<file path="config.mk">
export PLATFORM = sky130hd
export DESIGN_NAME = mem_wb_reg
export DESIGN_NICKNAME = d
export VERILOG_FILES = /design/src/lsu_pkg.sv /design/src/mem_wb_reg.sv
export VERILOG_INCLUDE_DIRS = /design/src
export SDC_FILE = /design/constraint.sdc
export NUM_CORES = 1
export LEC_CHECK = 0
export BUFFER_PORTS_ARGS = -buffer_cell sky130_fd_sc_hd__buf_2
export CAP_MARGIN = 15
export CORE_ASPECT_RATIO = 0.6
export CORE_MARGIN = 5
export CORE_UTILIZATION = 43
export CTS_CLUSTER_DIAMETER = 80
export DETAILED_ROUTE_END_ITERATION = 12
export PLACE_DENSITY = 0.74
export SETUP_SLACK_MARGIN = 0.3
export SYNTH_ARGS = -nofsm -noshare
export SYNTH_HDL_FRONTEND = slang
export SYNTH_SLANG_ARGS = --single-unit
</file>
<file path="constraint.sdc">
create_clock -name clk -period 1.5 [get_ports clk]
set_input_delay 0.15 -clock clk [delete_from_list [all_inputs] [get_ports clk]]
set_output_delay 0.15 -clock clk [all_outputs]
set_load 0.1 [all_outputs]
</file>
<file path="src/lsu_params.svh">
`ifndef LSU_PARAMS_SVH
`define LSU_PARAMS_SVH

`define XLEN        32
`define REG_ADDR_W  5
`define CSR_ADDR_W  12

`define DMEM_WORDS  256
`define DMEM_AW     $clog2(`DMEM_WORDS)  // word address bits

`define IQ_DEPTH    2   // also the credit count after reset and flush
`define SB_DEPTH    4

// field values while not valid
`define ADDR_INVALID     32'h0
`define DATA_INVALID     32'h0
`define REG_ADDR_INVALID 5'h0
`define CSR_ADDR_INVALID 12'h0
`define EN_INVALID       1'b0

`endif

</file>
<file path="src/lsu_pkg.sv">
`include "lsu_params.svh"

package lsu_pkg;

    typedef enum logic [1:0] {
        OP_ALU,
        OP_LOAD,
        OP_STORE,
        OP_CSRW
    } lsu_op_e;

    typedef enum logic [1:0] {
        EXC_NONE,
        EXC_LD_MISALIGN,
        EXC_ST_MISALIGN
    } except_e;

    // executed op handed over by the execute side
    typedef struct packed {
        lsu_op_e                 op;
        logic [`XLEN-1:0]        pc;
        logic [`XLEN-1:0]        inst;
        logic [`REG_ADDR_W-1:0]  rd;
        logic [`XLEN-1:0]        result;   // alu value or csr data
        logic [`XLEN-1:0]        addr;     // byte address or csr index
        logic [`XLEN-1:0]        st_data;
    } ex_op_t;

    typedef struct packed {
        logic [`XLEN-1:0]        pc;
        logic [`XLEN-1:0]        inst;
        logic [`REG_ADDR_W-1:0]  rw_addr;
        logic                    rw_en;
        logic [`XLEN-1:0]        rw_data;
        logic                    csr_wen;
        logic [`CSR_ADDR_W-1:0]  csr_waddr;
        logic [`XLEN-1:0]        csr_wdata;
        logic                    st_valid;
        logic [`XLEN-1:0]        st_paddr;
        logic [`XLEN-1:0]        st_data;
        except_e                 except_type;
    } mem_info_t;

    typedef struct packed {
        logic [`XLEN-1:0]        pc;
        logic [`REG_ADDR_W-1:0]  rd;
        logic                    rw_en;
        logic [`XLEN-1:0]        rw_data;
        logic                    csr_wen;
        logic [`CSR_ADDR_W-1:0]  csr_waddr;
        logic [`XLEN-1:0]        csr_wdata;
        except_e                 except_type;
    } retire_t;

    typedef struct packed {
        logic                    en;
        logic                    we;
        logic [`DMEM_AW-1:0]     addr;     // word address
        logic [`XLEN-1:0]        wdata;
    } mem_req_t;

endpackage

</file>
<file path="src/mem_wb_reg.sv">
`timescale 1ns/1ps
`include "lsu_params.svh"

module mem_wb_reg (
    input  logic               clk,
    input  logic               rst_n,
    input  logic               flush,
    input  logic               stall,
    input  logic               mem_valid,
    input  lsu_pkg::mem_info_t mem_info,
    input  logic               wb_ready,
    output logic               mem_ready,
    output logic               wb_valid,
    output lsu_pkg::mem_info_t wb_info
);
    import lsu_pkg::*;

    localparam mem_info_t INFO_INVALID = '{
        pc:          `ADDR_INVALID,
        inst:        `DATA_INVALID,
        rw_addr:     `REG_ADDR_INVALID,
        rw_en:       `EN_INVALID,
        rw_data:     `DATA_INVALID,
        csr_wen:     `EN_INVALID,
        csr_waddr:   `CSR_ADDR_INVALID,
        csr_wdata:   `DATA_INVALID,
        st_valid:    `EN_INVALID,
        st_paddr:    `ADDR_INVALID,
        st_data:     `DATA_INVALID,
        except_type: EXC_NONE
    };

    logic valid_q;

    assign mem_ready = !valid_q || (wb_ready && !stall);
    assign wb_valid  = valid_q && !stall;

    always_ff @(posedge clk) begin
        if (!rst_n || flush) begin
            valid_q <= 1'b0;
        end else if (mem_ready) begin
            valid_q <= mem_valid;
        end
    end

    // payload held while not ready
    always_ff @(posedge clk) begin
        if (flush) begin
            wb_info <= INFO_INVALID;
        end else if (mem_valid && mem_ready) begin
            wb_info <= mem_info;
        end
    end

endmodule

</file>
Word level (Yosys, flattened, before mapping)
Cells that the tools add are included.
{ "totals": {"regBits": 215, "word_cells": 21, "out_inout_bits": 216, "input_bits": 220} }
{ "classes": {"reduce_logical": 8} }
{ "ops": {"columns": ["cell", "count"], "rows": [
  ["$logic_and 1x1->1", 3],
  ["$logic_not 1->1", 3],
  ["$logic_or 1x1->1", 2]
]} }

Longest topological paths before layout
{ "logic_depth": {"ltp_word": 4, "mapped_depth": 6} }

Worst setup path before layout
No wires, ideal clock.
{ "synth_path": {"path_type": "flip-flop to output port", "from": "reg valid_q", "to": "out wb_valid", "path_stages_with_launch": 2, "path_slack_ns": -0.368, "arrival_ns": 1.718, "t_required_ns": 1.350, "path_cell_list": "dfxtp_1 > nor2b_1"} }
{ "synth_via": {"elab_chain_cells": 1} }
{ "synth_rtl": {"columns": ["item", "line_no", "text"], "rows": [
  ["start: declaration", "mem_wb_reg.sv:33", "logic valid_q;"],
  ["start signal: assignment", "mem_wb_reg.sv:42", "valid_q <= mem_valid;"],
  ["$logic_and 1x1->1", "mem_wb_reg.sv:36", "assign wb_valid = valid_q && !stall;"],
  ["end: declaration", "mem_wb_reg.sv:13", "output logic wb_valid,"]
]} }
Every way passes these cells.

Worst setup path after layout
{ "layout_path": {"from": "reg valid_q", "to": "reg wb_info[103] in the netlist's numbering"} }
{ "layout_via": {"elab_chain_cells": 3} }
{ "layout_rtl": {"columns": ["item", "line_no", "text"], "rows": [
  ["$logic_not 1->1", "mem_wb_reg.sv:35", "assign mem_ready = !valid_q || (wb_ready && !stall);"],
  ["$logic_or 1x1->1", "mem_wb_reg.sv:35", null],
  ["$logic_and 1x1->1", "mem_wb_reg.sv:50", "end else if (mem_valid && mem_ready) begin"],
  ["end signal: assignment", "mem_wb_reg.sv:51", "wb_info <= mem_info;"],
  ["end: declaration", "mem_wb_reg.sv:14", "output lsu_pkg::mem_info_t wb_info"]
]} }
Every way passes these cells.
A chain may end at the register's enable or synchronous reset.

==> flow_summary.toml <==
[floorplan]
ioPinCount = 436
die-area_um2 = 25600
start_util_pct = 43.7
die_h_um = 126
num_rows = 42
core_area_um2 = 22000
die_x_um = 203

[synthesis]
syn_area_per_cell_um2 = 10.3
post-synth-top-count-cell = "nand2b_1"
synth.area.top_cells = "dfxtp_1 45%, nand2b_1 28%, mux2i_1 22%"
yosys.area.top_type = "dfxtp_1"
ys_seq_area_share_pct = 44.7
synth.cell_area_um2 = 9630
ys_ff_latch = 215
synth_common_cells = "428 x nand2b_1, 215 x dfxtp_1, 214 x mux2i_1"
ys_types = 14
syn_nets = 1155
synth_top_area_share_pct = 44.7
synth_top_flop_cell = "dfxtp_1"
yosysWarningCount = 0
synth-edff-count = 0
synthArstFlopShare_pct = 0
netlist_instances = 935

[worst_setup_path]
worstPathRequired_ns = 1.89
max_stage_delay_ns = 0.38
path_depth = 6
cp_num_buf_inv = 4
crit_path_max_fanout = 5
worst-endpoint-arrival_ns = 2.00
cp-start-kind = "flop"
crit_path_top_delay_cell = "dfxtp_4"
worst_setup_path_end_kind = "flop"
crit_family = "buffers and inverters"
crit_top_cell = "buf_12"
path_cells = "a21boi_4, buf_12, buf_12, buf_12, buf_16, mux2i_1"
critPathKind = "flop to flop"
reg2reg_depth = 6

[grt]
grt_pass1_wl_um = 68600
grt_max_degree = 70
antenna_found_initial = 3
grt_overflow_total = 0
grt_pass1_vias = 11100
grt_usage_pct = 34.0

[pwr]
ir_drop_uv = 754
power_w = 0.0204
powerDensity_nw_per_um2 = 977
p_leak_nw = 9.00

[layout]
fillerInstances = 523
regArea_um2 = 4760
synthToLayoutAreaGrowth_pct = 117
drive_above_1_share_pct = 53.0
fin_util_pct = 94.9
stdcell_area_um2 = 20900
multi_input_area_um2 = 5270
fin_nets = 1922

[timing]
finalHoldViolations = 0
fin_crit_sh_pct = 108
setup_viol = 7
rsz0062_at_grt = "yes"
fin_crit_ns = 1.62
slew_violations = 0
fin_hold_ws_ns = 0.162
relSlewSlack_pct = 70.8
setup_ws_ns = -0.119
tightestPinTransition_ns = 0.438
worst_clock_skew_ns = 0.0338
fmax_mhz = 618
fin_setup_tns_ns = -0.282

[route]
first_pass_iters = 5
drt_drc_violations_left = 0
ant_nets = 0
wirelength_um = 56300
vias = 11000
initialDrtViolationCount = 870
viasPerCell = 5.47
routedWlPerCell_um = 28.1

[min_path]
worstHoldPathCells = 4
hold_class = "primary input to flop"

[placement]
postPlaceCellArea_um2 = 12500
hpwlAfterDp_um = 21100
io_buffers = 435
routabilityCongestion = 0.798

[run]
drv_cap = 0

[clock_tree]
cts_made_buffers = 21
ctsLongestPathBuffers = 3
htree_levels = 1
cts_tree = "built"
clock_latency_ns = 0.51
cts.sinks = 215
root_buffer = "clkbuf_16"
cts.clk_slew.worst_paths_ns = 0.08

[status]
violations = "negative setup slack"
status = "finished, violations left"
==> state kept, by name, summed over array words and instances (netlist names) <==
name	cells
valid_q	1
wb_info	214
==> metrics by stage <==
stage | std cells | setup WS (ns)
after floorplan | 935 | 0.357
after global placement | 1617 | 0.112
after detailed placement | 1617 | 0.0526
after CTS | 1912 | 0.122
after global routing | 2005 | -0.114
final | 2008 | -0.119
==> cell type report <==
cell class | count | share of cell area [%]
clock inverter | 10 | 0.778
multi-input combinational | 648 | 25.2
timing repair buffer | 816 | 46.6
sequential | 215 | 22.8
clock buffer | 27 | 2.81
antenna | 6 | 0.0718
tap | 286 | 1.71
==> kinds of logic after synthesis <==
group | share of synthesized area, %
flip-flops | 44.7
AND/OR/NAND/NOR | 28.1
multiplexers | 22.2
buffers and inverters | 4.77
AO/OA/AOI/OAI | 0.169
==> layout by cell type (no fill, tap or decap), drive strengths merged <==
cell | synthesis | layout
a21boi | 1 | 1
a21oi | 1 | 1
buf | 28 | 593
bufinv | 0 | 4
clkbuf | 44 | 34
clkinv | 0 | 3
clkinvlp | 0 | 2
dfxtp | 215 | 215
diode | 0 | 6
dlygate4sd3 | 0 | 216
inv | 0 | 1
mux2i | 214 | 214
nand2 | 1 | 1
nand2b | 429 | 429
nor2b | 1 | 1
nor3b | 1 | 1
==> metal layers <==
| metal | wire (um) | part of all wire (%) | GRT usage, % | vias to the layer above |
|---|---|---|---|---|
| li1 | - | - | - | 4558 |
| met1 | 19000 | 34 | 36.7 | 5292 |
| met2 | 27600 | 49 | 62.8 | 834 |
| met3 | 5400 | 9.6 | 8.79 | 290 |
| met4 | 4280 | 7.6 | 15.5 | 0 |
| met5 | 0 | 0 | 0 | - |
==> final timing paths <==
| kind | to | startpoint | slack (ns) |
|---|---|---|---|
| max | wb_info[103]$_SDFFE_PP0P_ | valid_q$_SDFFE_PP0P_ | -0.12 |
| min | valid_q$_SDFFE_PP0P_ | wb_ready | 0.16 |
| max reg2reg | wb_info[103]$_SDFFE_PP0P_ | valid_q$_SDFFE_PP0P_ | -0.12 |
| min reg2reg | wb_info[206]$_SDFFE_PP0P_ | wb_info[206]$_SDFFE_PP0P_ | 0.50 |
==> power breakdown <==
part	internal, W	switching [W]	total [W]	leakage, nW
clock network	0.00349	0.00263	0.00611	0.363
registers	0.00611	0.000503	0.00661	1.87
logic	0.00327	0.00441	0.00768	6.77
total	0.0129	0.00754	0.0204	9.00
==> what timing repair did <==
item | in CTS | in global routing
buffers inserted | 28 | 81
cloned | 14 | 9
hold buffers | 216 | 0
resized for setup | 873 | 188
pin swaps | 0 | 1
setup endpoints to repair | 420 | 401
endpoints found under the hold margin | 215 | 0
==> worst register-to-register path, delay by kind of cell, from the launching register on <==
family,cells,cell delay [ns]
compound gates,1,0.22
buf+inv,4,0.55
flops,1,0.38
mux,1,0.36
No activity file was read; power rests on OpenSTA's default activity.
