File: src/lsu_params.svh
`ifndef LSU_PARAMS_SVH
`define LSU_PARAMS_SVH

`define XLEN        32
`define REG_ADDR_W  5
`define CSR_ADDR_W  12

`define DMEM_WORDS  256
`define DMEM_AW     $clog2(`DMEM_WORDS)  // word address bits

`define IQ_DEPTH    2   // also the credit count after reset and flush
`define SB_DEPTH    4

// field values while not valid
`define ADDR_INVALID     32'h0
`define DATA_INVALID     32'h0
`define REG_ADDR_INVALID 5'h0
`define CSR_ADDR_INVALID 12'h0
`define EN_INVALID       1'b0

`endif

File: src/lsu_pkg.sv
`include "lsu_params.svh"

package lsu_pkg;

    typedef enum logic [1:0] {
        OP_ALU,
        OP_LOAD,
        OP_STORE,
        OP_CSRW
    } lsu_op_e;

    typedef enum logic [1:0] {
        EXC_NONE,
        EXC_LD_MISALIGN,
        EXC_ST_MISALIGN
    } except_e;

    // executed op handed over by the execute side
    typedef struct packed {
        lsu_op_e                 op;
        logic [`XLEN-1:0]        pc;
        logic [`XLEN-1:0]        inst;
        logic [`REG_ADDR_W-1:0]  rd;
        logic [`XLEN-1:0]        result;   // alu value or csr data
        logic [`XLEN-1:0]        addr;     // byte address or csr index
        logic [`XLEN-1:0]        st_data;
    } ex_op_t;

    typedef struct packed {
        logic [`XLEN-1:0]        pc;
        logic [`XLEN-1:0]        inst;
        logic [`REG_ADDR_W-1:0]  rw_addr;
        logic                    rw_en;
        logic [`XLEN-1:0]        rw_data;
        logic                    csr_wen;
        logic [`CSR_ADDR_W-1:0]  csr_waddr;
        logic [`XLEN-1:0]        csr_wdata;
        logic                    st_valid;
        logic [`XLEN-1:0]        st_paddr;
        logic [`XLEN-1:0]        st_data;
        except_e                 except_type;
    } mem_info_t;

    typedef struct packed {
        logic [`XLEN-1:0]        pc;
        logic [`REG_ADDR_W-1:0]  rd;
        logic                    rw_en;
        logic [`XLEN-1:0]        rw_data;
        logic                    csr_wen;
        logic [`CSR_ADDR_W-1:0]  csr_waddr;
        logic [`XLEN-1:0]        csr_wdata;
        except_e                 except_type;
    } retire_t;

    typedef struct packed {
        logic                    en;
        logic                    we;
        logic [`DMEM_AW-1:0]     addr;     // word address
        logic [`XLEN-1:0]        wdata;
    } mem_req_t;

endpackage

File: src/dmem_arbiter.sv
`timescale 1ns/1ps

module dmem_arbiter (
    input  logic              clk,
    input  logic              rst_n,
    input  lsu_pkg::mem_req_t ld_req,
    input  lsu_pkg::mem_req_t st_req,
    input  logic              sb_full,
    output logic              ld_gnt,
    output logic              st_gnt,
    output lsu_pkg::mem_req_t ram_req
);
    logic rd_busy;  // load read data returns this cycle
    logic ld_go;

    // the return cycle of a load read belongs to the drain
    assign ld_go  = ld_req.en && !rd_busy;
    assign st_gnt = st_req.en && (sb_full || !ld_go);
    assign ld_gnt = ld_go && !st_gnt;

    always_comb begin
        if (st_gnt)
            ram_req = st_req;
        else if (ld_gnt)
            ram_req = ld_req;
        else
            ram_req = '0;
    end

    always_ff @(posedge clk) begin
        if (!rst_n)
            rd_busy <= 1'b0;
        else
            rd_busy <= ld_gnt;
    end

endmodule

File: config.mk
export PLATFORM = sky130hd
export DESIGN_NAME = dmem_arbiter
export DESIGN_NICKNAME = d
export VERILOG_FILES = /design/src/lsu_pkg.sv /design/src/dmem_arbiter.sv
export VERILOG_INCLUDE_DIRS = /design/src
export SDC_FILE = /design/constraint.sdc
export NUM_CORES = 1
export LEC_CHECK = 0
export ABC_AREA = 1
export BUFFER_PORTS_ARGS = -buffer_cell sky130_fd_sc_hd__buf_2
export CAP_MARGIN = 30
export CORE_UTILIZATION = 28
export CTS_BUF_LIST = sky130_fd_sc_hd__clkbuf_4 sky130_fd_sc_hd__clkbuf_8 sky130_fd_sc_hd__clkbuf_16
export CTS_CLUSTER_DIAMETER = 100
export DETAILED_ROUTE_END_ITERATION = 10
export PLACE_DENSITY = 0.83
export SLEW_MARGIN = 0
export SYNTH_ARGS = -nofsm -noshare
export SYNTH_HDL_FRONTEND = slang
export SYNTH_SLANG_ARGS = --single-unit
File: constraint.sdc
create_clock -name clk -period 2.2 [get_ports clk]
set_input_delay 0.22 -clock clk [delete_from_list [all_inputs] [get_ports clk]]
set_output_delay 0.22 -clock clk [all_outputs]
set_load 0.05 [all_outputs]
== Word-level counts from Yosys, hierarchy flattened ==
Cells that the tools add are included.

* Word-level logic and storage cells: 10
* Input port bits: 87
* Flip-flop bits (word level): 1

* Reductions and logical operators: 7
* Mux-type cells: 2

{| class="wikitable"
|+ Operator list
! kind !! number
|-
| 42-bit two-way mux || 2
|-
| 1-bit logical AND || 3
|-
| 1-bit logical NOT || 3
|-
| 1-bit logical OR || 1
|}

== Longest topological paths before layout ==
Gate-level depths: netlist (run 1).

* Depth after elaboration: 9
* Mapped depth: 6
* Mapped depth without buffers: 5

== Worst setup path before layout (run 1) ==
Ideal clock, no wire load.

* Kind: register to output
* Start point: register rd_busy
* End point: output port ram_req[32] (netlist name)
* Data required time: 1.980 ns
* Path slack: 0.738 ns
* Cell stages (with the launch flop): 7
* Arrival: 1.242 ns
* Path buffers: 1
* Cells stage by stage: dfxtp_1 inv_1 nand2_2 a21oi_4 buf_12 nand2_2 nand2_1

{| class="wikitable"
|+ RTL lines
! item !! line !! RTL
|-
| start: declaration || dmem_arbiter.sv:13 || <nowiki>logic rd_busy;</nowiki>
|-
| start signal: assignment || dmem_arbiter.sv:34 || <nowiki>rd_busy <= ld_gnt;</nowiki>
|-
| end: declaration || dmem_arbiter.sv:11 || <nowiki>output lsu_pkg::mem_req_t ram_req</nowiki>
|}

==> results of run 1 <==
## kinds of logic (layout without fill, tap and decap cells)
| group | after synthesis | after routing | synth area share, % |
|---|---|---|---|
| and+or+nand+nor | 128 | 128 | 79.3 |
| buffers and inverters | 16 | 137 | 15.6 |
| AOI/OAI and AO/OA | 1 | 1 | 2.28 |
| DFF | 1 | 1 | 2.80 |
## per-stage QoR
step	util, %	setup slack (ns)	instances	cell area [um2]	hold WS [ns]
after floorplan	-	0.738	146	714	0.362
after global placement	58.4	0.562	295	1340	0.442
after detailed placement	58.4	0.524	295	1340	0.450
after CTS	58.4	0.529	295	1340	0.452
after global routing	58.4	0.387	295	1340	0.458
final	58.4	0.544	295	1340	0.447
## area by class of cell
| type | count | share of cell area [%] |
|---|---|---|
| Tap cell | 28 | 2.61 |
| Inverter | 3 | 0.839 |
| Multi-Input combinational cell | 129 | 43.4 |
| Sequential cell | 1 | 1.49 |
| Timing Repair Buffer | 134 | 51.6 |
## worst max path at each step
stage	depth (start not counted)	to	startpoint
final	7	ram_req[38]	sb_full
after global routing	7	ram_req[35]	sb_full
after CTS	7	ram_req[35]	sb_full
after detailed placement	7	ram_req[35]	sb_full
after global placement	7	ram_req[23]	sb_full
after floorplan	6	ram_req[32]	rd_busy
## metal layers
layer | global-route usage, % | vias to the layer above
li1 | - | 709
met5 | 0 | -
met1 | 18.9 | 538
met2 | 39.2 | 70
met3 | 1.45 | 0
met4 | 0 | 0
## Yosys cell counts
cell type / instances
a21oi_4: 1
and2_2: 1
buf_1: 3
buf_12: 1
buf_2: 4
buf_6: 4
clkbuf_1: 1
dfxtp_1: 1
inv_1: 3
nand2_1: 75
nand2_2: 10
nand3_1: 41
nand3_2: 1
## worst reg2reg max path: cells and delay by family, from the launching register on
| kind | cells | cell delay, ns |
|---|---|---|
| AO/OA/AOI/OAI | 1 | 0.34 |
| buffers and inverters | 2 | 0.32 |
| AND/OR/NAND/NOR | 2 | 0.24 |
| flip-flops | 1 | 0.27 |
## report_power, final
group | switching [uW] | internal, uW | total, uW | leakage, uW
logic | 380 | 148 | 528 | 0.000940
registers | 0.230 | 19.5 | 19.8 | 0.00000825
clock network | 0 | 0 | 0 | 0
total | 381 | 167 | 548 | 0.000948
==> results.cfg, run 1 <==
[cells_and_area]
most-common-layout-cells = buf_2 (130), nand2_1 (75), nand3_1 (41), nand2_2 (10)
final_nets = 356
multi_input_area_um2 = 583
n_antenna_cell = 0
area_growth_pct = 87.9
regArea_um2 = 20.0
layout_commonest_cell = buf_2
largest-register = rd_busy
fillers = 249
reg.largest.list = rd_busy x1
largest_reg_flops = 1
drive_gt1_share_pct = 55.1

[critical_path]
worst_r2r_endpoint = rd_busy
max_stage_delay_ns = 0.36
worst-path-buf-inv = 4
path_delay_family = buffers and inverters
path_cells = buf_2 > inv_1 > nand3_2 > buf_4 > nand3_1 > nand2_1 > buf_2
crit_path_end_kind = primary output
rrSetupSlack_ns = 0.97
required_ns = 1.98
worstReg2RegStart = rd_busy
critPathLaunchType = input port
crit_arrival_ns = 1.44
reg2regPathDepth = 5
slowest_stage = nand3_2
path_class = in -> out
cp_max_fo = 24
cpMostUsedCell = buf_2

[sta]
max_freq_ghz = 0.604
finClkSkew_ns = 0
hold_viol_final = 0
tightestPinTransition_ns = 0.454
fin_crit_ns = 1.66
max_slew_margin_pct = 69.7
drv_slew = 0
period_share_pct = 75.3
tns_ns = 0
finalSetupViolCount = 0
rsz0062_at_grt = no

[routing]
wl_met3_um = 264
m1WireLength_mm = 1.09
first_pass_iters = 4
ant_nets = 0
num_vias = 1317
vias_per_cell = 4.46
wl_mm = 2.77
drc = 0
wl_per_cell_um = 9.40
top_layer = met3
drt_iter0_markers = 14
wl_met2_mm = 1.42

[synthesis]
synth_nets = 233
syn_area_um2 = 714
synth_top_area_share_pct = 39.4
synthDistinctLibCells = 13
ys_ff_latch = 1
synth_cells = 146
syn_avg_cell_area_um2 = 4.89
yosysSeqAreaShare_pct = 2.80
yosys-top-cells-area = nand2_1 (39%), nand3_1 (29%), nand2_2 (8.8%)
yosysTopAreaCell = nand2_1
yosys_warnings = 0

[floorplan]
die_x_um = 52.5
dieHeight_um = 52.5
design.die.area_um2 = 2760
io_pins = 131
core_um2 = 2300
initial_utilization_pct = 31.1
std_cell_rows = 17

[power]
pwr_density_cell_nw_per_um2 = 408
power_uw = 548
ir_drop_v = 0.000269
leakage_uw = 0.000948

[global_routing]
antenna_found_initial = 0
grt_pass1_wl_mm = 4.00
gr-usage-all-layers_pct = 18.0
grt_overflow = 0
grt_pass1_vias = 1027
grt_max_degree = 43

[clock_network]
hold_buffers = 0
ctsResizeCount = 0
clk-insertion-delay-late_ns = 0
path_clk_slew_ns = 0
post-cts-setup-buffers = 0

[worst_hold_path]
hp-class = in -> reg
whs_endpoint = rd_busy
min_path_cells = 2
hold_path.startpoint = rst_n

[place]
hpwlAfterDp_mm = 2.22
numPortBuffers = 130
globalplace.congestion = 0.729

[outcome]
status = completed

[job]
maxCapViolations = 0
Note: power is estimated with default switching activity, not from simulation.
==> run 2, diff against run 1 <==
Settings changed: ABC_AREA 1 to 0, CORE_UTILIZATION 28 to 32, PLACE_DENSITY 0.83 to 0.76.
Clock period 2.2 ns to 1.5 ns, I/O delays scaled along.
==> run 2 against run 1 <==
Global-route usage decreased by 0.57 points. Worst hold slack lost 0.040 ns. Flip-flop and latch count unchanged. Core utilization grew 4.9 points. Synthesized cell count up 2.7%. Combinational power is 110% higher. Critical path type is now reg -> out. Critical endpoint is now ram_req[0].
==> results.cfg, run 2 <==
[outcome]
status = completed

[sta]
tns_ns = 0
finClkSkew_ns = 0
max_freq_ghz = 0.701
drv_slew = 0
fin_crit_ns = 1.43
period_share_pct = 95.1
finalSetupViolCount = 0
rsz0062_at_grt = no
max_slew_margin_pct = 81.4
hold_viol_final = 0
tightestPinTransition_ns = 0.279

[clock_network]
post-cts-setup-buffers = 0
hold_buffers = 0
clk-insertion-delay-late_ns = 0
ctsResizeCount = 0
path_clk_slew_ns = 0

[synthesis]
synth_top_area_share_pct = 50.7
yosysSeqAreaShare_pct = 1.64
syn_area_um2 = 1220
yosys_warnings = 0
ys_ff_latch = 1
async_flop_share_pct = 0
yosysTopAreaCell = o32ai_2
syn_avg_cell_area_um2 = 8.12
synth_cells = 150
yosys-top-cells-count = inv_1 (41), nand2_1 (41), o32ai_2 (38), buf_6 (15), clkbuf_1 (4)
synth_edf_count = 0
synthFlopType = dfxtp_1
synth_nets = 237
synthDistinctLibCells = 13
yosys-top-cells-area = o32ai_2 (51%), buf_6 (14%), inv_1 (13%)

[cells_and_area]
fillers = 320
most-common-layout-cells = buf_2 (130), inv_1 (41), nand2_1 (41), o32ai_4 (38), buf_12 (6)
multi_input_area_um2 = 1300
drive_gt1_share_pct = 67.3
layout_commonest_cell = buf_2
reg.largest.list = rd_busy x1
final_util_pct = 63.3
largest_reg_flops = 1
final_nets = 358
area_growth_pct = 90.2
largest-register = rd_busy
n_antenna_cell = 0
regArea_um2 = 20.0

[floorplan]
initial_utilization_pct = 33.3
core_um2 = 3660
dieHeight_um = 63.7
io_pins = 131
std_cell_rows = 22
design.die.area_um2 = 4060
die_x_um = 63.7

[global_routing]
grt_max_degree = 28
antenna_found_initial = 0
busiest_layer = met2
gr-usage-all-layers_pct = 17.5
grt_overflow = 0
grt_pass1_vias = 1409
use_met2_pct = 36.2
met1_usage_pct = 19.1
grt_util_met3_pct = 2.17
grt_pass1_wl_mm = 5.93

[worst_hold_path]
hp-class = in -> reg

[routing]
drt_iter0_markers = 76
wl_mm = 3.64
first_pass_iters = 2
vias_per_cell = 4.72
drc = 0
num_vias = 1497
wl_per_cell_um = 11.5
ant_nets = 0

[power]
ir_drop_v = 0.000258
pwr_density_cell_nw_per_um2 = 501
leakage_uw = 0.00111
power_uw = 1160

[job]
maxCapViolations = 0

[place]
numPortBuffers = 130
hpwlAfterDp_mm = 3.01
globalplace.congestion = 0.704

[critical_path]
critPathLaunchType = flop
crit_arrival_ns = 1.28
cp_max_fo = 26
path_class = reg -> out
required_ns = 1.35
crit_path_end_kind = primary output
==> run 2: changes by cell type in the layout (fill, tap and decap cells not counted), sizes merged <==
cell	before	now
nand2	85	41
nand3	42	0
o32ai	0	41
inv	3	41
buf	134	138
nand2b	0	2
nor3b	0	2
a21oi	1	0
nor2	0	1
nor2b	0	1
==> run 2: layout make-up <==
type                       instances  area share (%)
inverter                          41            6.64
tap                               48            2.59
timing repair buffer             138            33.9
multi-input combinational         89            56.0
sequential                         1           0.863
==> run 2: kinds of logic after synthesis <==
kind of cell	count (synthesis)	synth area share [%]
simple gates	48	17.8
buf+inv	60	27.7
compound gates	41	52.9
flops	1	1.64
==> run 2: through the flow <==
step / cells / instance area, um2 / hold WS, ns / setup WS [ns]
finish: 317 / 2320 / 0.407 / 0.0736
global route: 317 / 2320 / 0.420 / 0.0375
CTS: 317 / 2320 / 0.416 / 0.0659
detailed placement: 317 / 2320 / 0.410 / 0.0726
global placement: 317 / 2320 / 0.401 / 0.0868
floorplan: 150 / 1650 / 0.307 / -0.502
==> run 2: worst max-delay path: stages, from the launching register on <==
cell	delay (ns)
dfxtp_1	0.31
nand2b_4	0.17
buf_12	0.20
o32ai_1	0.28
buf_2	0.30
==> run 2: metal layers <==
metal | routed length [um] | share of wire (%) | vias up
li1 | - | - | 758
met1 | 1450 | 40 | 667
met2 | 1950 | 53 | 70
met3 | 233 | 6.4 | 2
met4 | 14 | 0.38 | 0
met5 | 0 | 0 | -
==> run 2: worst paths after layout <==
path	from	to	slack, ns	depth (start not counted)
hold reg to reg	rd_busy	rd_busy	0.90	3
setup / recovery	rd_busy	ram_req[0]	0.07	4
hold / removal	rst_n	rd_busy	0.41	2
setup reg to reg	rd_busy	rd_busy	0.49	3
==> run 2: report_power, final <==
part	internal, uW	switching [uW]	leakage [uW]
Clock	0	0	0
Sequential	28.7	1.53	0.00000825
Combinational	408	723	0.00110
==> run 3, diff against run 2 <==
Settings changed: CORE_UTILIZATION 32 to 33, CTS_BUF_LIST sky130_fd_sc_hd__clkbuf_4 sky130_fd_sc_hd__clkbuf_8 sky130_fd_sc_hd__clkbuf_16 to sky130_fd_sc_hd__clkbuf_8, PLACE_DENSITY 0.76 to 0.78.
==> run 3 against run 2 <==
Critical path depth stayed put. First-iteration DRC count fell by 18%. Flip-flop and latch count is the same.
==> results.cfg, run 3 (synthesis results as in run 2) <==
[floorplan]
initial_utilization_pct = 35.4
core_um2 = 3440
design.die.area_um2 = 3940
io_pins = 131
std_cell_rows = 21
die_x_um = 62.8
dieHeight_um = 62.8

[cells_and_area]
fin_area_um2 = 2320
most-common-layout-cells = buf_2 (126), inv_1 (41), nand2_1 (41), o32ai_4 (38), buf_12 (5)
multi_input_area_um2 = 1300
fillers = 295
n_antenna_cell = 0
largest_reg_flops = 1
drive_gt1_share_pct = 67.4
reg.largest.list = rd_busy x1
regArea_um2 = 20.0
largest-register = rd_busy
area_growth_pct = 90.5
layout_commonest_cell = buf_2
fin_cells = 316
final_nets = 359

[critical_path]
path_class = reg -> out
crit_arrival_ns = 1.32
slowest_stage = buf_12
required_ns = 1.35
max_stage_delay_ns = 0.35
path_cells = nor3b_4 > buf_12 > o32ai_1 > buf_2
crit_path_end_kind = primary output
critPathLaunchType = flop
path_delay_family = buffers and inverters
cp_max_fo = 32
worst-path-buf-inv = 2

[sta]
drv_slew = 0
tightestPinTransition_ns = 0.340
finClkSkew_ns = 0
finalSetupViolCount = 0
max_freq_ghz = 0.678
period_share_pct = 98.3
hold_viol_final = 0
tns_ns = 0
max_slew_margin_pct = 77.4
fin_crit_ns = 1.47
rsz0062_at_grt = no
worst_slack_ns = 0.0252

[routing]
first_pass_iters = 4
num_vias = 1514
ant_nets = 0
vias_per_cell = 4.79
drt_iter0_markers = 62
drc = 0
wl_per_cell_um = 12.3
wl_mm = 3.89

[power]
power_uw = 1170
leakage_uw = 0.00111
pwr_density_cell_nw_per_um2 = 503
ir_drop_v = 0.000268

[global_routing]
gr-usage-all-layers_pct = 18.7
antenna_found_initial = 0
grt_pass1_vias = 1500
grt_overflow = 0
grt_pass1_wl_mm = 6.25
grt_max_degree = 33

[clock_network]
path_clk_slew_ns = 0
post-cts-setup-buffers = 0
clk-insertion-delay-late_ns = 0

[place]
globalplace.congestion = 0.727
numPortBuffers = 130
placed_area_um2 = 2310
hpwlAfterDp_mm = 3.25
dp_slack_ns = 0.0225
dp.cells = 316

[job]
maxCapViolations = 0

[outcome]
status = completed

[worst_hold_path]
hp-class = in -> reg
run 3: timing repair:
item	CTS	global route
resized for setup	0	4
setup endpoints to repair	0	4
hold buffers	0	0
run 3: per-stage QoR:
stage / util, % / hold slack [ns]
floorplan: - / 0.307
global placement: 67.1 / 0.427
detailed placement: 67.1 / 0.399
CTS: 67.1 / 0.402
global route: 67.4 / 0.417
finish: 67.4 / 0.400
run 3: final cells by class:
class                   instances  area share [%]
inverters                      41            6.63
multi-input cells              89            56.0
flip-flops and latches          1           0.863
well taps                      46            2.48
repair buffers                139            34.1
run 3: final timing paths:
path         startpoint          to  slack (ns)  cells past startpoint
min               rst_n     rd_busy        0.40                      2
min reg2reg     rd_busy     rd_busy        0.72                      2
max             rd_busy  ram_req[2]        0.03                      4
max reg2reg     rd_busy     rd_busy        0.72                      2
run 3: power breakdown:
part           switching [uW]  internal, uW  leakage (uW)
clock                       0             0             0
combinational             728           411       0.00110
sequential               1.62          28.7    0.00000825
total                     729           439       0.00111
run 3: layer usage:
| layer | vias up | global-route usage [%] | routed length [um] |
|---|---|---|---|
| met3 | 4 | 1.82 | 243 |
| met1 | 681 | 19.2 | 1480 |
| li1 | 758 | - | - |
| met5 | - | 0 | 0 |
| met4 | 0 | 1.74 | 42 |
| met2 | 71 | 40.4 | 2120 |
run 3: worst register-to-register path, cell delays in order, from the launching register on:
cell and delay [ns]:
dfxtp_1 0.36, nand2b_4 0.24, nor3b_2 0.06
