$ cat config.mk
export PLATFORM = sky130hd
export DESIGN_NAME = store_buffer
export DESIGN_NICKNAME = d
export VERILOG_FILES = /design/src/lsu_pkg.sv /design/src/store_buffer.sv
export VERILOG_INCLUDE_DIRS = /design/src
export SDC_FILE = /design/constraint.sdc
export NUM_CORES = 1
export LEC_CHECK = 0
export CAP_MARGIN = 20
export CORE_ASPECT_RATIO = 1.4
export CORE_UTILIZATION = 57
export DETAILED_ROUTE_END_ITERATION = 12
export DONT_BUFFER_PORTS = 1
export PLACE_DENSITY_LB_ADDON = 0.05
export SLEW_MARGIN = 5
export SYNTH_ARGS = -nofsm -noshare
export SYNTH_HDL_FRONTEND = slang
export SYNTH_SLANG_ARGS = --single-unit
$ cat constraint.sdc
create_clock -name clk -period 4.4 [get_ports clk]
set_input_delay 0.88 -clock clk [delete_from_list [all_inputs] [get_ports clk]]
set_output_delay 0.88 -clock clk [all_outputs]
set_load 0.01 [all_outputs]
$ cat src/lsu_params.svh
`ifndef LSU_PARAMS_SVH
`define LSU_PARAMS_SVH

`define XLEN        32
`define REG_ADDR_W  5
`define CSR_ADDR_W  12

`define DMEM_WORDS  256
`define DMEM_AW     $clog2(`DMEM_WORDS)  // word address bits

`define IQ_DEPTH    2   // also the credit count after reset and flush
`define SB_DEPTH    4

// field values while not valid
`define ADDR_INVALID     32'h0
`define DATA_INVALID     32'h0
`define REG_ADDR_INVALID 5'h0
`define CSR_ADDR_INVALID 12'h0
`define EN_INVALID       1'b0

`endif

$ cat src/lsu_pkg.sv
`include "lsu_params.svh"

package lsu_pkg;

    typedef enum logic [1:0] {
        OP_ALU,
        OP_LOAD,
        OP_STORE,
        OP_CSRW
    } lsu_op_e;

    typedef enum logic [1:0] {
        EXC_NONE,
        EXC_LD_MISALIGN,
        EXC_ST_MISALIGN
    } except_e;

    // executed op handed over by the execute side
    typedef struct packed {
        lsu_op_e                 op;
        logic [`XLEN-1:0]        pc;
        logic [`XLEN-1:0]        inst;
        logic [`REG_ADDR_W-1:0]  rd;
        logic [`XLEN-1:0]        result;   // alu value or csr data
        logic [`XLEN-1:0]        addr;     // byte address or csr index
        logic [`XLEN-1:0]        st_data;
    } ex_op_t;

    typedef struct packed {
        logic [`XLEN-1:0]        pc;
        logic [`XLEN-1:0]        inst;
        logic [`REG_ADDR_W-1:0]  rw_addr;
        logic                    rw_en;
        logic [`XLEN-1:0]        rw_data;
        logic                    csr_wen;
        logic [`CSR_ADDR_W-1:0]  csr_waddr;
        logic [`XLEN-1:0]        csr_wdata;
        logic                    st_valid;
        logic [`XLEN-1:0]        st_paddr;
        logic [`XLEN-1:0]        st_data;
        except_e                 except_type;
    } mem_info_t;

    typedef struct packed {
        logic [`XLEN-1:0]        pc;
        logic [`REG_ADDR_W-1:0]  rd;
        logic                    rw_en;
        logic [`XLEN-1:0]        rw_data;
        logic                    csr_wen;
        logic [`CSR_ADDR_W-1:0]  csr_waddr;
        logic [`XLEN-1:0]        csr_wdata;
        except_e                 except_type;
    } retire_t;

    typedef struct packed {
        logic                    en;
        logic                    we;
        logic [`DMEM_AW-1:0]     addr;     // word address
        logic [`XLEN-1:0]        wdata;
    } mem_req_t;

endpackage

$ cat src/store_buffer.sv
`timescale 1ns/1ps
`include "lsu_params.svh"

module store_buffer (
    input  logic                clk,
    input  logic                rst_n,
    input  logic                sb_push,
    input  lsu_pkg::mem_req_t   sb_data,
    input  logic                st_gnt,
    input  logic [`DMEM_AW-1:0] fwd_addr,
    output logic                sb_full,
    output lsu_pkg::mem_req_t   st_req,
    output logic                fwd_hit,
    output logic [`XLEN-1:0]    fwd_data
);
    import lsu_pkg::*;

    localparam int SB_AW = $clog2(`SB_DEPTH);

    mem_req_t         sb_q [`SB_DEPTH];
    logic [SB_AW-1:0] rd_ptr;
    logic [SB_AW-1:0] wr_ptr;
    logic [SB_AW:0]   cnt;

    assign sb_full = cnt == (SB_AW+1)'(`SB_DEPTH);
    assign st_req  = (cnt != '0) ? sb_q[rd_ptr] : '0;  // head offered to the arbiter

    // walk oldest to youngest so the last match wins
    always_comb begin
        logic [SB_AW-1:0] slot;
        fwd_hit  = 1'b0;
        fwd_data = `DATA_INVALID;
        for (int i = 0; i < `SB_DEPTH; i++) begin
            slot = rd_ptr + SB_AW'(i);
            if ((SB_AW+1)'(i) < cnt && sb_q[slot].addr == fwd_addr) begin
                fwd_hit  = 1'b1;
                fwd_data = sb_q[slot].wdata;
            end
        end
    end

    always_ff @(posedge clk) begin
        if (sb_push)
            sb_q[wr_ptr] <= sb_data;
    end

    always_ff @(posedge clk) begin
        if (!rst_n) begin
            rd_ptr <= '0;
            wr_ptr <= '0;
            cnt    <= '0;
        end else begin
            if (sb_push)
                wr_ptr <= wr_ptr + 1'b1;
            if (st_gnt)
                rd_ptr <= rd_ptr + 1'b1;
            cnt <= cnt + (SB_AW+1)'(sb_push) - (SB_AW+1)'(st_gnt);
        end
    end

endmodule

Yosys cells after proc, flatten, opt, wreduce, memory -nomap -nowiden
Memories as Yosys holds them, arrays and structs flattened. A register that Yosys moved wholly into a read port is not among the register bits.
Cells that the tools add are included.
{"block": "word_totals", "regBits": 7, "latch_bits": 0, "mem_bits_rw": 168, "rom_bits": 0, "out_inout_bits": 76, "elab_cells": 37, "mem_count": 1}
{"block": "classes", "n_addsub": 6, "n_mul": 0, "n_div": 0, "n_lt_le_gt_ge": 4, "eq_ne": 5, "shift": 0, "n_mux": 13, "bitwise_logic": 0, "n_reduce_logical": 5}
{"name": "sb_q", "depth": 4, "word_bits": 42, "read_ports": 4, "rd_clocked_by_memory_dff": 1, "wr": 1, "line_no": "store_buffer.sv:20", "text": "mem_req_t sb_q [`SB_DEPTH];"}
{"op": "$mux W32", "count": 4}
{"op": "$mux W42", "count": 1}
{"op": "$eq A8 B8 Y1", "count": 4}
{"op": "$lt A1 B3 Y1 const A", "count": 2}
{"op": "$lt A2 B3 Y1 const A", "count": 2}
{"op": "$mux W1", "count": 6}
{"op": "$add A2 B1 Y2 const B", "count": 2}
{"op": "$add A2 B2 Y2 const B", "count": 2}
{"op": "$logic_and A1 B1 Y1", "count": 4}
{"op": "$mux W2", "count": 2}
{"op": "$add A3 B1 Y3", "count": 1}
{"op": "$eq A3 B3 Y1 const B", "count": 1}
{"op": "$reduce_bool A3 Y1", "count": 1}
{"op": "$sub A3 B1 Y3", "count": 1}

Logic depth before layout (Yosys ltp)
Gate-level depths: netlist of the first run.
An unclocked memory read counts as a cell.
{"block": "depth", "ltp_word": 7, "mapped_depth": 11, "mapped_depth_nobuf": 8}

Worst setup path after synthesis of the first run
No wires, ideal clock.
{"block": "synth_path", "path_kind": "input-to-output", "start": "input port fwd_addr[4]", "end": "output port fwd_data[0]", "arrival_time_ns": 2.746, "slack_ns": 0.774, "stages": 9, "n_path_buf": 3, "cell_sequence": "clkbuf_1 > nor3b_1 > mux2_2 > o2111ai_1 > or2_1 > buf_2 > clkbuf_1 > a31oi_1 > a211oi_2"}
{"block": "synth_via", "elab_chain_len": 6}
{"element": "start, declared", "line_no": "store_buffer.sv:10", "text": "input logic [`DMEM_AW-1:0] fwd_addr,"}
{"element": "$eq A8 B8 Y1", "line_no": "store_buffer.sv:35", "text": "if ((SB_AW+1)'(i) < cnt && sb_q[slot].addr == fwd_addr) begin"}
{"element": "$logic_and A1 B1 Y1", "line_no": "store_buffer.sv:35"}
{"element": "$mux W32 (3 in series)", "line_no": "store_buffer.sv:35"}
{"element": "$mux W32 *", "line_no": "store_buffer.sv:35"}
{"element": "end, declared", "line_no": "store_buffer.sv:14", "text": "output logic [`XLEN-1:0] fwd_data"}
Mark *: on every way between the ends. The rest lies on a longest branch, timed or not.

Worst setup path after layout of the first run
{"block": "layout_path", "start": "register rd_ptr[0]", "end": "output port fwd_data[7]"}
{"block": "layout_via", "elab_chain_len": 7}
{"element": "start, declared", "line_no": "store_buffer.sv:21", "text": "logic [SB_AW-1:0] rd_ptr;"}
{"element": "start signal, assigned", "line_no": "store_buffer.sv:56", "text": "rd_ptr <= rd_ptr + 1'b1;"}
{"element": "$add A2 B1 Y2", "line_no": "store_buffer.sv:34", "text": "slot = rd_ptr + SB_AW'(i);"}
{"element": "$mem_v2 Z4 W42 *"}
{"element": "$eq A8 B8 Y1", "line_no": "store_buffer.sv:35"}
{"element": "$logic_and A1 B1 Y1", "line_no": "store_buffer.sv:35"}
{"element": "$mux W32 (2 in series)", "line_no": "store_buffer.sv:35"}
{"element": "$mux W32 *", "line_no": "store_buffer.sv:35"}
Marked as above.

==> results of run 1 <==
[cells by family after synthesis]
kind of cell,count (synthesis),synth area share
AO/OA/AOI/OAI,69,0.05689
XOR/XNOR,37,0.02844
adder cells (fa/ha/maj),9,0.01054
buffers and inverters,84,0.03349
flip-flops,177,0.4586
multiplexers,168,0.3223
AND/OR/NAND/NOR,170,0.08972
[cell type report]
cell class | count | area (um^2) | area share
sequential | 177 | 5238 | 0.4217
clock inverter | 14 | 130.1 | 0.01048
inverter | 8 | 30.03 | 0.002418
timing repair buffer | 48 | 419.2 | 0.03375
clock buffer | 18 | 429.2 | 0.03456
tap | 248 | 310.3 | 0.02498
multi-input combinational | 454 | 5863 | 0.4721
[final timing paths]
path,cells after the start,slack (ns),end
worst min register to register,2,0.59,wr_ptr[1]$_SDFFE_PN0P_
worst min-delay path,0,0.54,sb_q[2][35]$_DFFE_PP_
worst max register to register,4,2.30,sb_q[1][9]$_DFFE_PP_
worst max-delay path,9,0.02,fwd_data[7]
[routing by layer]
metal | vias up | track usage
li1 | 2997 | -
met3 | 59 | 0.06384
met5 | - | 0
met2 | 398 | 0.5064
met4 | 0 | 0.1170
met1 | 3940 | 0.3704
[cells in the mapped netlist]
library cell | instances | area [um^2]
edfxtp_1 | 168 | 5045
clkbuf_1 | 42 | 157.7
mux4_2 | 159 | 3581
nor4_1 | 32 | 200.2
nor3b_1 | 32 | 240.2
a2111oi_4 | 1 | 27.53
nand3_1 | 1 | 5.000
and2_1 | 10 | 62.56
nand2_1 | 3 | 11.26
nor2_1 | 32 | 120.1
or4_1 | 2 | 15.01
or2_1 | 1 | 6.260
o2111ai_1 | 1 | 8.760
dfxtp_1 | 9 | 180.2
or3b_2 | 1 | 8.760
a21oi_1 | 1 | 5.000
nor4_2 | 1 | 12.51
buf_1 | 9 | 33.78
a31oi_1 | 33 | 206.5
inv_1 | 8 | 30.03
buf_6 | 2 | 22.52
a211oi_2 | 29 | 362.9
ha_1 | 8 | 100.1
o21a_4 | 1 | 15.01
mux2i_1 | 8 | 80.08
nor3_1 | 5 | 25.02
nand3b_1 | 2 | 15.01
a211oi_1 | 3 | 22.52
nand4_1 | 4 | 25.02
xnor2_1 | 27 | 236.5
fa_1 | 1 | 20.02
mux2_2 | 1 | 11.26
nor2b_1 | 44 | 275.3
buf_4 | 9 | 67.56
xor2_1 | 10 | 87.58
buf_2 | 14 | 70.07
[state kept, by name, summed over array words and instances, names as in the netlist, named ones only]
signal	flops
cnt	3
wr_ptr	2
rd_ptr	2
sb_q	168
[power breakdown]
part	total [W]	leakage [nW]	internal (W)	switching, W
sequential	0.00203	1.62	0.00194	0.0000865
clock	0.00144	0.269	0.000788	0.000653
combinational	0.00112	1.76	0.000500	0.000621
[worst register-to-register path, stage by stage (launching register included)]
cell and delay, ns:
dfxtp_1 0.34, inv_1 0.09, ha_1 0.14, and2_2 0.81, buf_4 0.40
[per-stage QoR]
stage          hold slack, ns  utilization
3_3_place_gp           0.5481       0.6023
3_5_place_dp           0.5781       0.6023
6_report               0.5404       0.6412
4_1_cts                0.5259       0.6331
2_1_floorplan          0.5276            -
5_1_grt                0.5232       0.6412
[timing repair]
item                                    4_1_cts  5_1_grt
buffers inserted                              2       12
gates cloned                                  1        0
endpoints found under the hold margin         0        0
endpoints found under the setup margin        8       31
resized for setup                             1        8
==> run metrics, run 1 <==
Post-DRT Antenna Nets=0; fill cell count=approximately 1400; Mapped Area=between 10000 and 15000 um^2; post-layout minimum cycle time=between 4 and 5 ns; final setup violation count=0; Synth Area per Inst=about 16 um^2; Startpoint Class=register; pin count of the biggest net entering global routing=60; first-pass GRT wire length=between 40 and 50 mm; critical path class=register to output pin; Worst Path Buf+Inv=3; Fin. Hold Viols=0; Critical Path AT=between 3 and 4 ns; DR top layer=met4; TritonRoute pass-1 iters=4; hold path startpoint=sb_data[35]; yosys warns=0; Max-slew headroom=0.3250; hpwl dp=between 15 and 20 mm; port bufs=0; initial drt markers=about 750; Setup Skew=between 0.005 and 0.006 ns; min-delay worst type=input pin to register; Final nets=just under 800; Cell variety after synth=36; H-tree Lvls=4; total wire length=about 30 mm; die width=121.5 um; vias per cell=around 7.6; WP data required=~3.5 ns; clock transition at the registers of the reported paths=approximately 0.07 ns; CTS tree=done; Core Area=between 15000 and 20000 um^2; root buffer cell=clkbuf_16; FF+latch count, synth=about 180; Hold Buf Count CTS=0; Final Cycle Share=0.9946; Final WS setup=roughly 0.024 ns; crit path max fanout=32; cts bufs inserted=17; ANT cells=0; TritonCTS Sinks=roughly 180; number of max-cap violations=0; Crit-path slowest cell=or4_2; Max Slew Vio Count=0; maximum buffer depth of the clock tree=2; row count=60; Setup WS pre-CTS=approximately 0.33 ns; power after layout=about 0.0046 W; CP top delay family=simple AND/OR/NAND/NOR gates; all-layer global routing usage=0.2976; GPL Wtd Cong=about 0.81; WL met1=10.88 mm; worst slew pin tran=between 1 and 1.5 ns; commonest non-fill, non-tap cell in the layout=edfxtp_1; die area=between 20000 and 25000 um^2; total number of vias=between 7000 and 8000; RSZ-0062 raised after global routing=true; Post-Synthesis Cells=714; placed inst area=between 10000 and 15000 um^2; r2r startpoint=wr_ptr[1]$_SDFFE_PN0P_; Starting Density=0.5882; Critical Path, Cell by Cell=buf_4 > mux4_2 > xnor2_1 > nand4_1 > or4_2 > buf_6 > nor4_1 > a211oi_2 > buf_4; CP Capture Type=output pin; placed insts=around 920; Congestion Overflow GR=0; DRC viols=0; syn_nets=around 780; CP max stage delay=0.71 ns; most frequent cells in the layout=168 x edfxtp_1, 159 x mux4_2, 44 x nor2b_1; final setup TNS=0 ns; die height=169.3 um; power per cell area=approximately 370 nW/um^2; share of cells above drive strength 1=0.3964; worst skew pair latency=approximately 0.43 ns; Final Instance Area=roughly 12000 um^2; met2 wire len=15.62 mm; crit-path most repeated cell=buf_4; leak pwr=3.649 nW; vias in the first global route=between 7000 and 8000; post-route insts no fill=between 900 and 1000; DR WL/cell=slightly above 30 um; initial antenna violation count=0; Met3 Wirelength=2.206 mm; Fmax=228.5 MHz; CP Launch Point=rd_ptr[0]$_SDFFE_PN0P_; Area Overhead vs Synth=9.005%; sequential element share of the synthesized area=0.4586; Top-Level Pins=130; Peak VDD IR=around 0.26 mV; status=finished clean
Power figures use the tool's default switching activity.
==> inputs of run 2 (changes only) <==
ABC_AREA = 1   (was unset)
==> run 2 against run 1 <==
Net effect: synthesized area up 3.0%; register-to-register slack better by 0.08 ns; wire length up 21%; critical path type unchanged.
==> run metrics, run 2 <==
Starting Density=0.5870 (-0.001270); status=finished clean; die width=123.3 um (+1.5%); power per cell area=383.8 nW/um^2 (+3.8%); crit path max fanout=38 (+19%); Primary FF master, synth=edfxtp_1; hpwl dp=22.26 mm (+27%); sequential element share of the synthesized area=0.4452 (-0.01344); Setup Buffers After CTS=0 (-2); Int Pwr=0.003017 W (-6.6%); vias in the first global route=10080 (+33%); Final Cycle Share=0.9456 (-0.04893); Congestion Overflow GR=0 (unchanged); critical path class=register to output pin; TritonRoute pass-1 iters=6 (+2); Critical Path AT=3.28 ns (-0.22 ns); Core Area=20000 um^2 (+3.2%); first-pass GRT wire length=53.87 mm (+21%); clock transition at the registers of the reported paths=0.08 ns (about the same); worst skew pair latency=0.44 ns (about the same); share of cells above drive strength 1=0.06095 (-0.3354); Fmax=240.3 MHz (+5.2%); commonest non-fill, non-tap cell in the layout=nand2_1; CP Launch Point=rd_ptr[0]$_SDFFE_PN0P_; worst slew pin tran=0.9024 ns (-0.1102 ns); Post-DRT Antenna Nets=0 (unchanged); cts bufs inserted=17 (unchanged); root buffer cell=clkbuf_16; TritonCTS Sinks=177 (unchanged); DR WL/cell=20.40 um (-33%); post-route insts no fill=1745 (+80%); max reg flops=168 (unchanged); final setup violation count=0 (unchanged); CP top delay family=simple AND/OR/NAND/NOR gates; CP max stage delay=0.53 ns (-0.18 ns); most frequent cells in the layout=574 x nand2_1, 168 x edfxtp_1, 144 x o21ai_0; CTS tree=done; all-layer global routing usage=0.3435 (+0.04592); row count=61 (+1.7%); Startpoint Class=register; Sw Pwr=0.001704 W (+25%); ANT cells=0 (unchanged); initial antenna violation count=0 (unchanged); Fin. Hold Viols=0 (unchanged); total number of vias=10900 (+47%); Final nets=1543 (+100%); min-delay worst type=input pin to register; die height=171.8 um (+1.5%); Largest Register=sb_q; die area=21180 um^2 (+3.0%); Peak VDD IR=0.2797 mV (+7.3%); post-synth top area cell=edfxtp_1; Mapped Area=11740 um^2 (+3.0%); r2r startpoint=wr_ptr[0]$_SDFFE_PN0P_; EDFF count, synth=168 (unchanged); vias per cell=6.245 (-18%); final setup TNS=0 ns (unchanged); GPL Wtd Cong=0.9089 (+12%); Crit-path slowest cell=dfxtp_4; pin count of the biggest net entering global routing=71 (+18%); hold path startpoint=sb_data[37]; Setup Skew=0.01699 ns (+0.01187 ns); yosys warns=0 (unchanged); DRC viols=0 (unchanged); Worst Path Buf+Inv=1 (-2); Area Overhead vs Synth=4.808%; RSZ-0062 raised after global routing=false; net switching fraction of the power=0.3610 (+0.06472); Synth Area per Inst=7.637 um^2 (-52%); Async SR Flop Fraction=0 (unchanged); Comb pwr share=0.274 (+0.030); leading cell types by count after synthesis=574 x nand2_1, 168 x edfxtp_1, 144 x o21ai_0, 114 x inv_1, 95 x nand3_1; syn_nets=1600 (+110%); top cells by area, synth=edfxtp_1 43%, nand2_1 18%, o21ai_0 6.1%; port bufs=0 (unchanged); leak pwr=5.249 nW (+44%); Synth top area share=0.4298 (-0.01298); Max-slew headroom=0.3984 (+0.07344); CP Capture Type=output pin; fill cell count=1794 (+31%); biggest regs=sb_q x168, cnt x3; Top-Level Pins=130 (unchanged); sequential share of power=0.423 (-0.019); register-to-register setup slack=2.38 ns (+0.08 ns); total wire length=35.60 mm (+21%); initial drt markers=1046 (+39%); Post-Synthesis Cells=1537 (+120%); Max Slew Vio Count=0 (unchanged); number of max-cap violations=0 (unchanged); Cell variety after synth=35 (-2.8%); H-tree Lvls=4 (unchanged); maximum buffer depth of the clock tree=2 (unchanged); Clk pwr share=0.303 (-0.011); Critical Path, Cell by Cell=buf_4 > o21ai_0 > o21ai_1 > o21ai_1 > nor2_2 > nand3_4 > nand3_1 > nand3_1 > nand2_1 > nand2_1; WP data required=3.52 ns (about the same); FF+latch count, synth=177 (unchanged); placed insts=1712 (+86%); post-layout minimum cycle time=4.161 ns (-0.2153 ns); count leader, synth=nand2_1
-- run 2: changes by cell type in the layout (fill, tap and decap cells not counted), moves of 30 or more --
cell | before | now
a32oi_1 | 0 | 32
nand2_1 | 3 | 574
a31oi_1 | 32 | 0
nor2_1 | 32 | 72
nor2b_1 | 44 | 0
nand3_1 | 1 | 95
inv_1 | 8 | 109
a221oi_1 | 0 | 32
mux4_2 | 159 | 0
nor3b_1 | 32 | 0
nor4_1 | 32 | 0
a211oi_2 | 30 | 0
o21ai_0 | 0 | 144
a21oi_1 | 1 | 72
-- run 2: kinds of logic (layout without fill, tap and decap cells) --
logic type,after synthesis,count (layout),share of synthesized area
simple gates,794,795,0.2790
compound gates,293,293,0.1467
buf+inv,225,180,0.08645
flops,177,177,0.4452
mux,32,32,0.02729
fa+ha+maj,9,9,0.01023
xor+xnor,7,7,0.005223
-- run 2: final timing paths --
path | endpoint | cells past startpoint
worst max-delay path | fwd_data[28] | 10
worst min-delay path | sb_q[0][37]$_DFFE_PP_ | 0
worst max register to register | sb_q[0][4]$_DFFE_PP_ | 5
worst min register to register | wr_ptr[1]$_SDFFE_PN0P_ | 2
-- run 2: power groups by stage --
stage / clock network [W] / registers [W] / logic [W]
6_report: 0.00143 / 0.00200 / 0.00129
5_1_grt: 0.00149 / 0.00200 / 0.00144
4_1_cts: 0.00144 / 0.00199 / 0.00127
3_5_place_dp: 0 / 0.00203 / 0.00127
3_3_place_gp: 0 / 0.00203 / 0.00125
2_1_floorplan: 0 / 0.00201 / 0.000974
-- run 2: routing by layer --
| layer | routed length (um) | global-route usage |
|---|---|---|
| met5 | 0 | 0 |
| met4 | 1721 | 0.1970 |
| met3 | 3083 | 0.06565 |
| met2 | 17700 | 0.5808 |
| met1 | 13100 | 0.4038 |
-- run 2: per-stage QoR --
step / area, um^2 / util / hold slack, ns / total power, W / setup WS [ns]
after CTS: 12280 / 0.6141 / 0.5236 / 0.004704 / 0.05387
after detailed placement: 11730 / 0.5867 / 0.5270 / 0.003300 / 0.5736
after global routing: 12300 / 0.6152 / 0.5195 / 0.004938 / 0.01026
final: 12300 / 0.6152 / 0.5312 / 0.004722 / 0.2392
after global placement: 11730 / 0.5867 / 0.5207 / 0.003283 / 0.6462
after floorplan: 11740 / - / 0.4897 / 0.002979 / 1.531
-- run 2: what timing repair did --
item,4_1_cts,5_1_grt
hold buffers,0,0
setup endpoints to repair,0,33
resized for setup,0,2
-- run 2: worst register-to-register path: stages, from the launching register on --
cell,delay [ns]
dfxtp_1,0.33
inv_1,0.12
ha_1,0.16
nand2_1,0.07
inv_2,0.56
buf_4,0.44
-- run 2: final cells by class --
cell class                      instances  area [um^2]  area share
Inverter                              120        452.9     0.03682
Tap cell                              252        315.3     0.02563
Sequential cell                       177         5230      0.4251
Multi-Input combinational cell       1136         5533      0.4498
Clock inverter                         15        122.6    0.009967
Clock buffer                           17        425.4     0.03458
Timing Repair Buffer                   28        222.7     0.01810
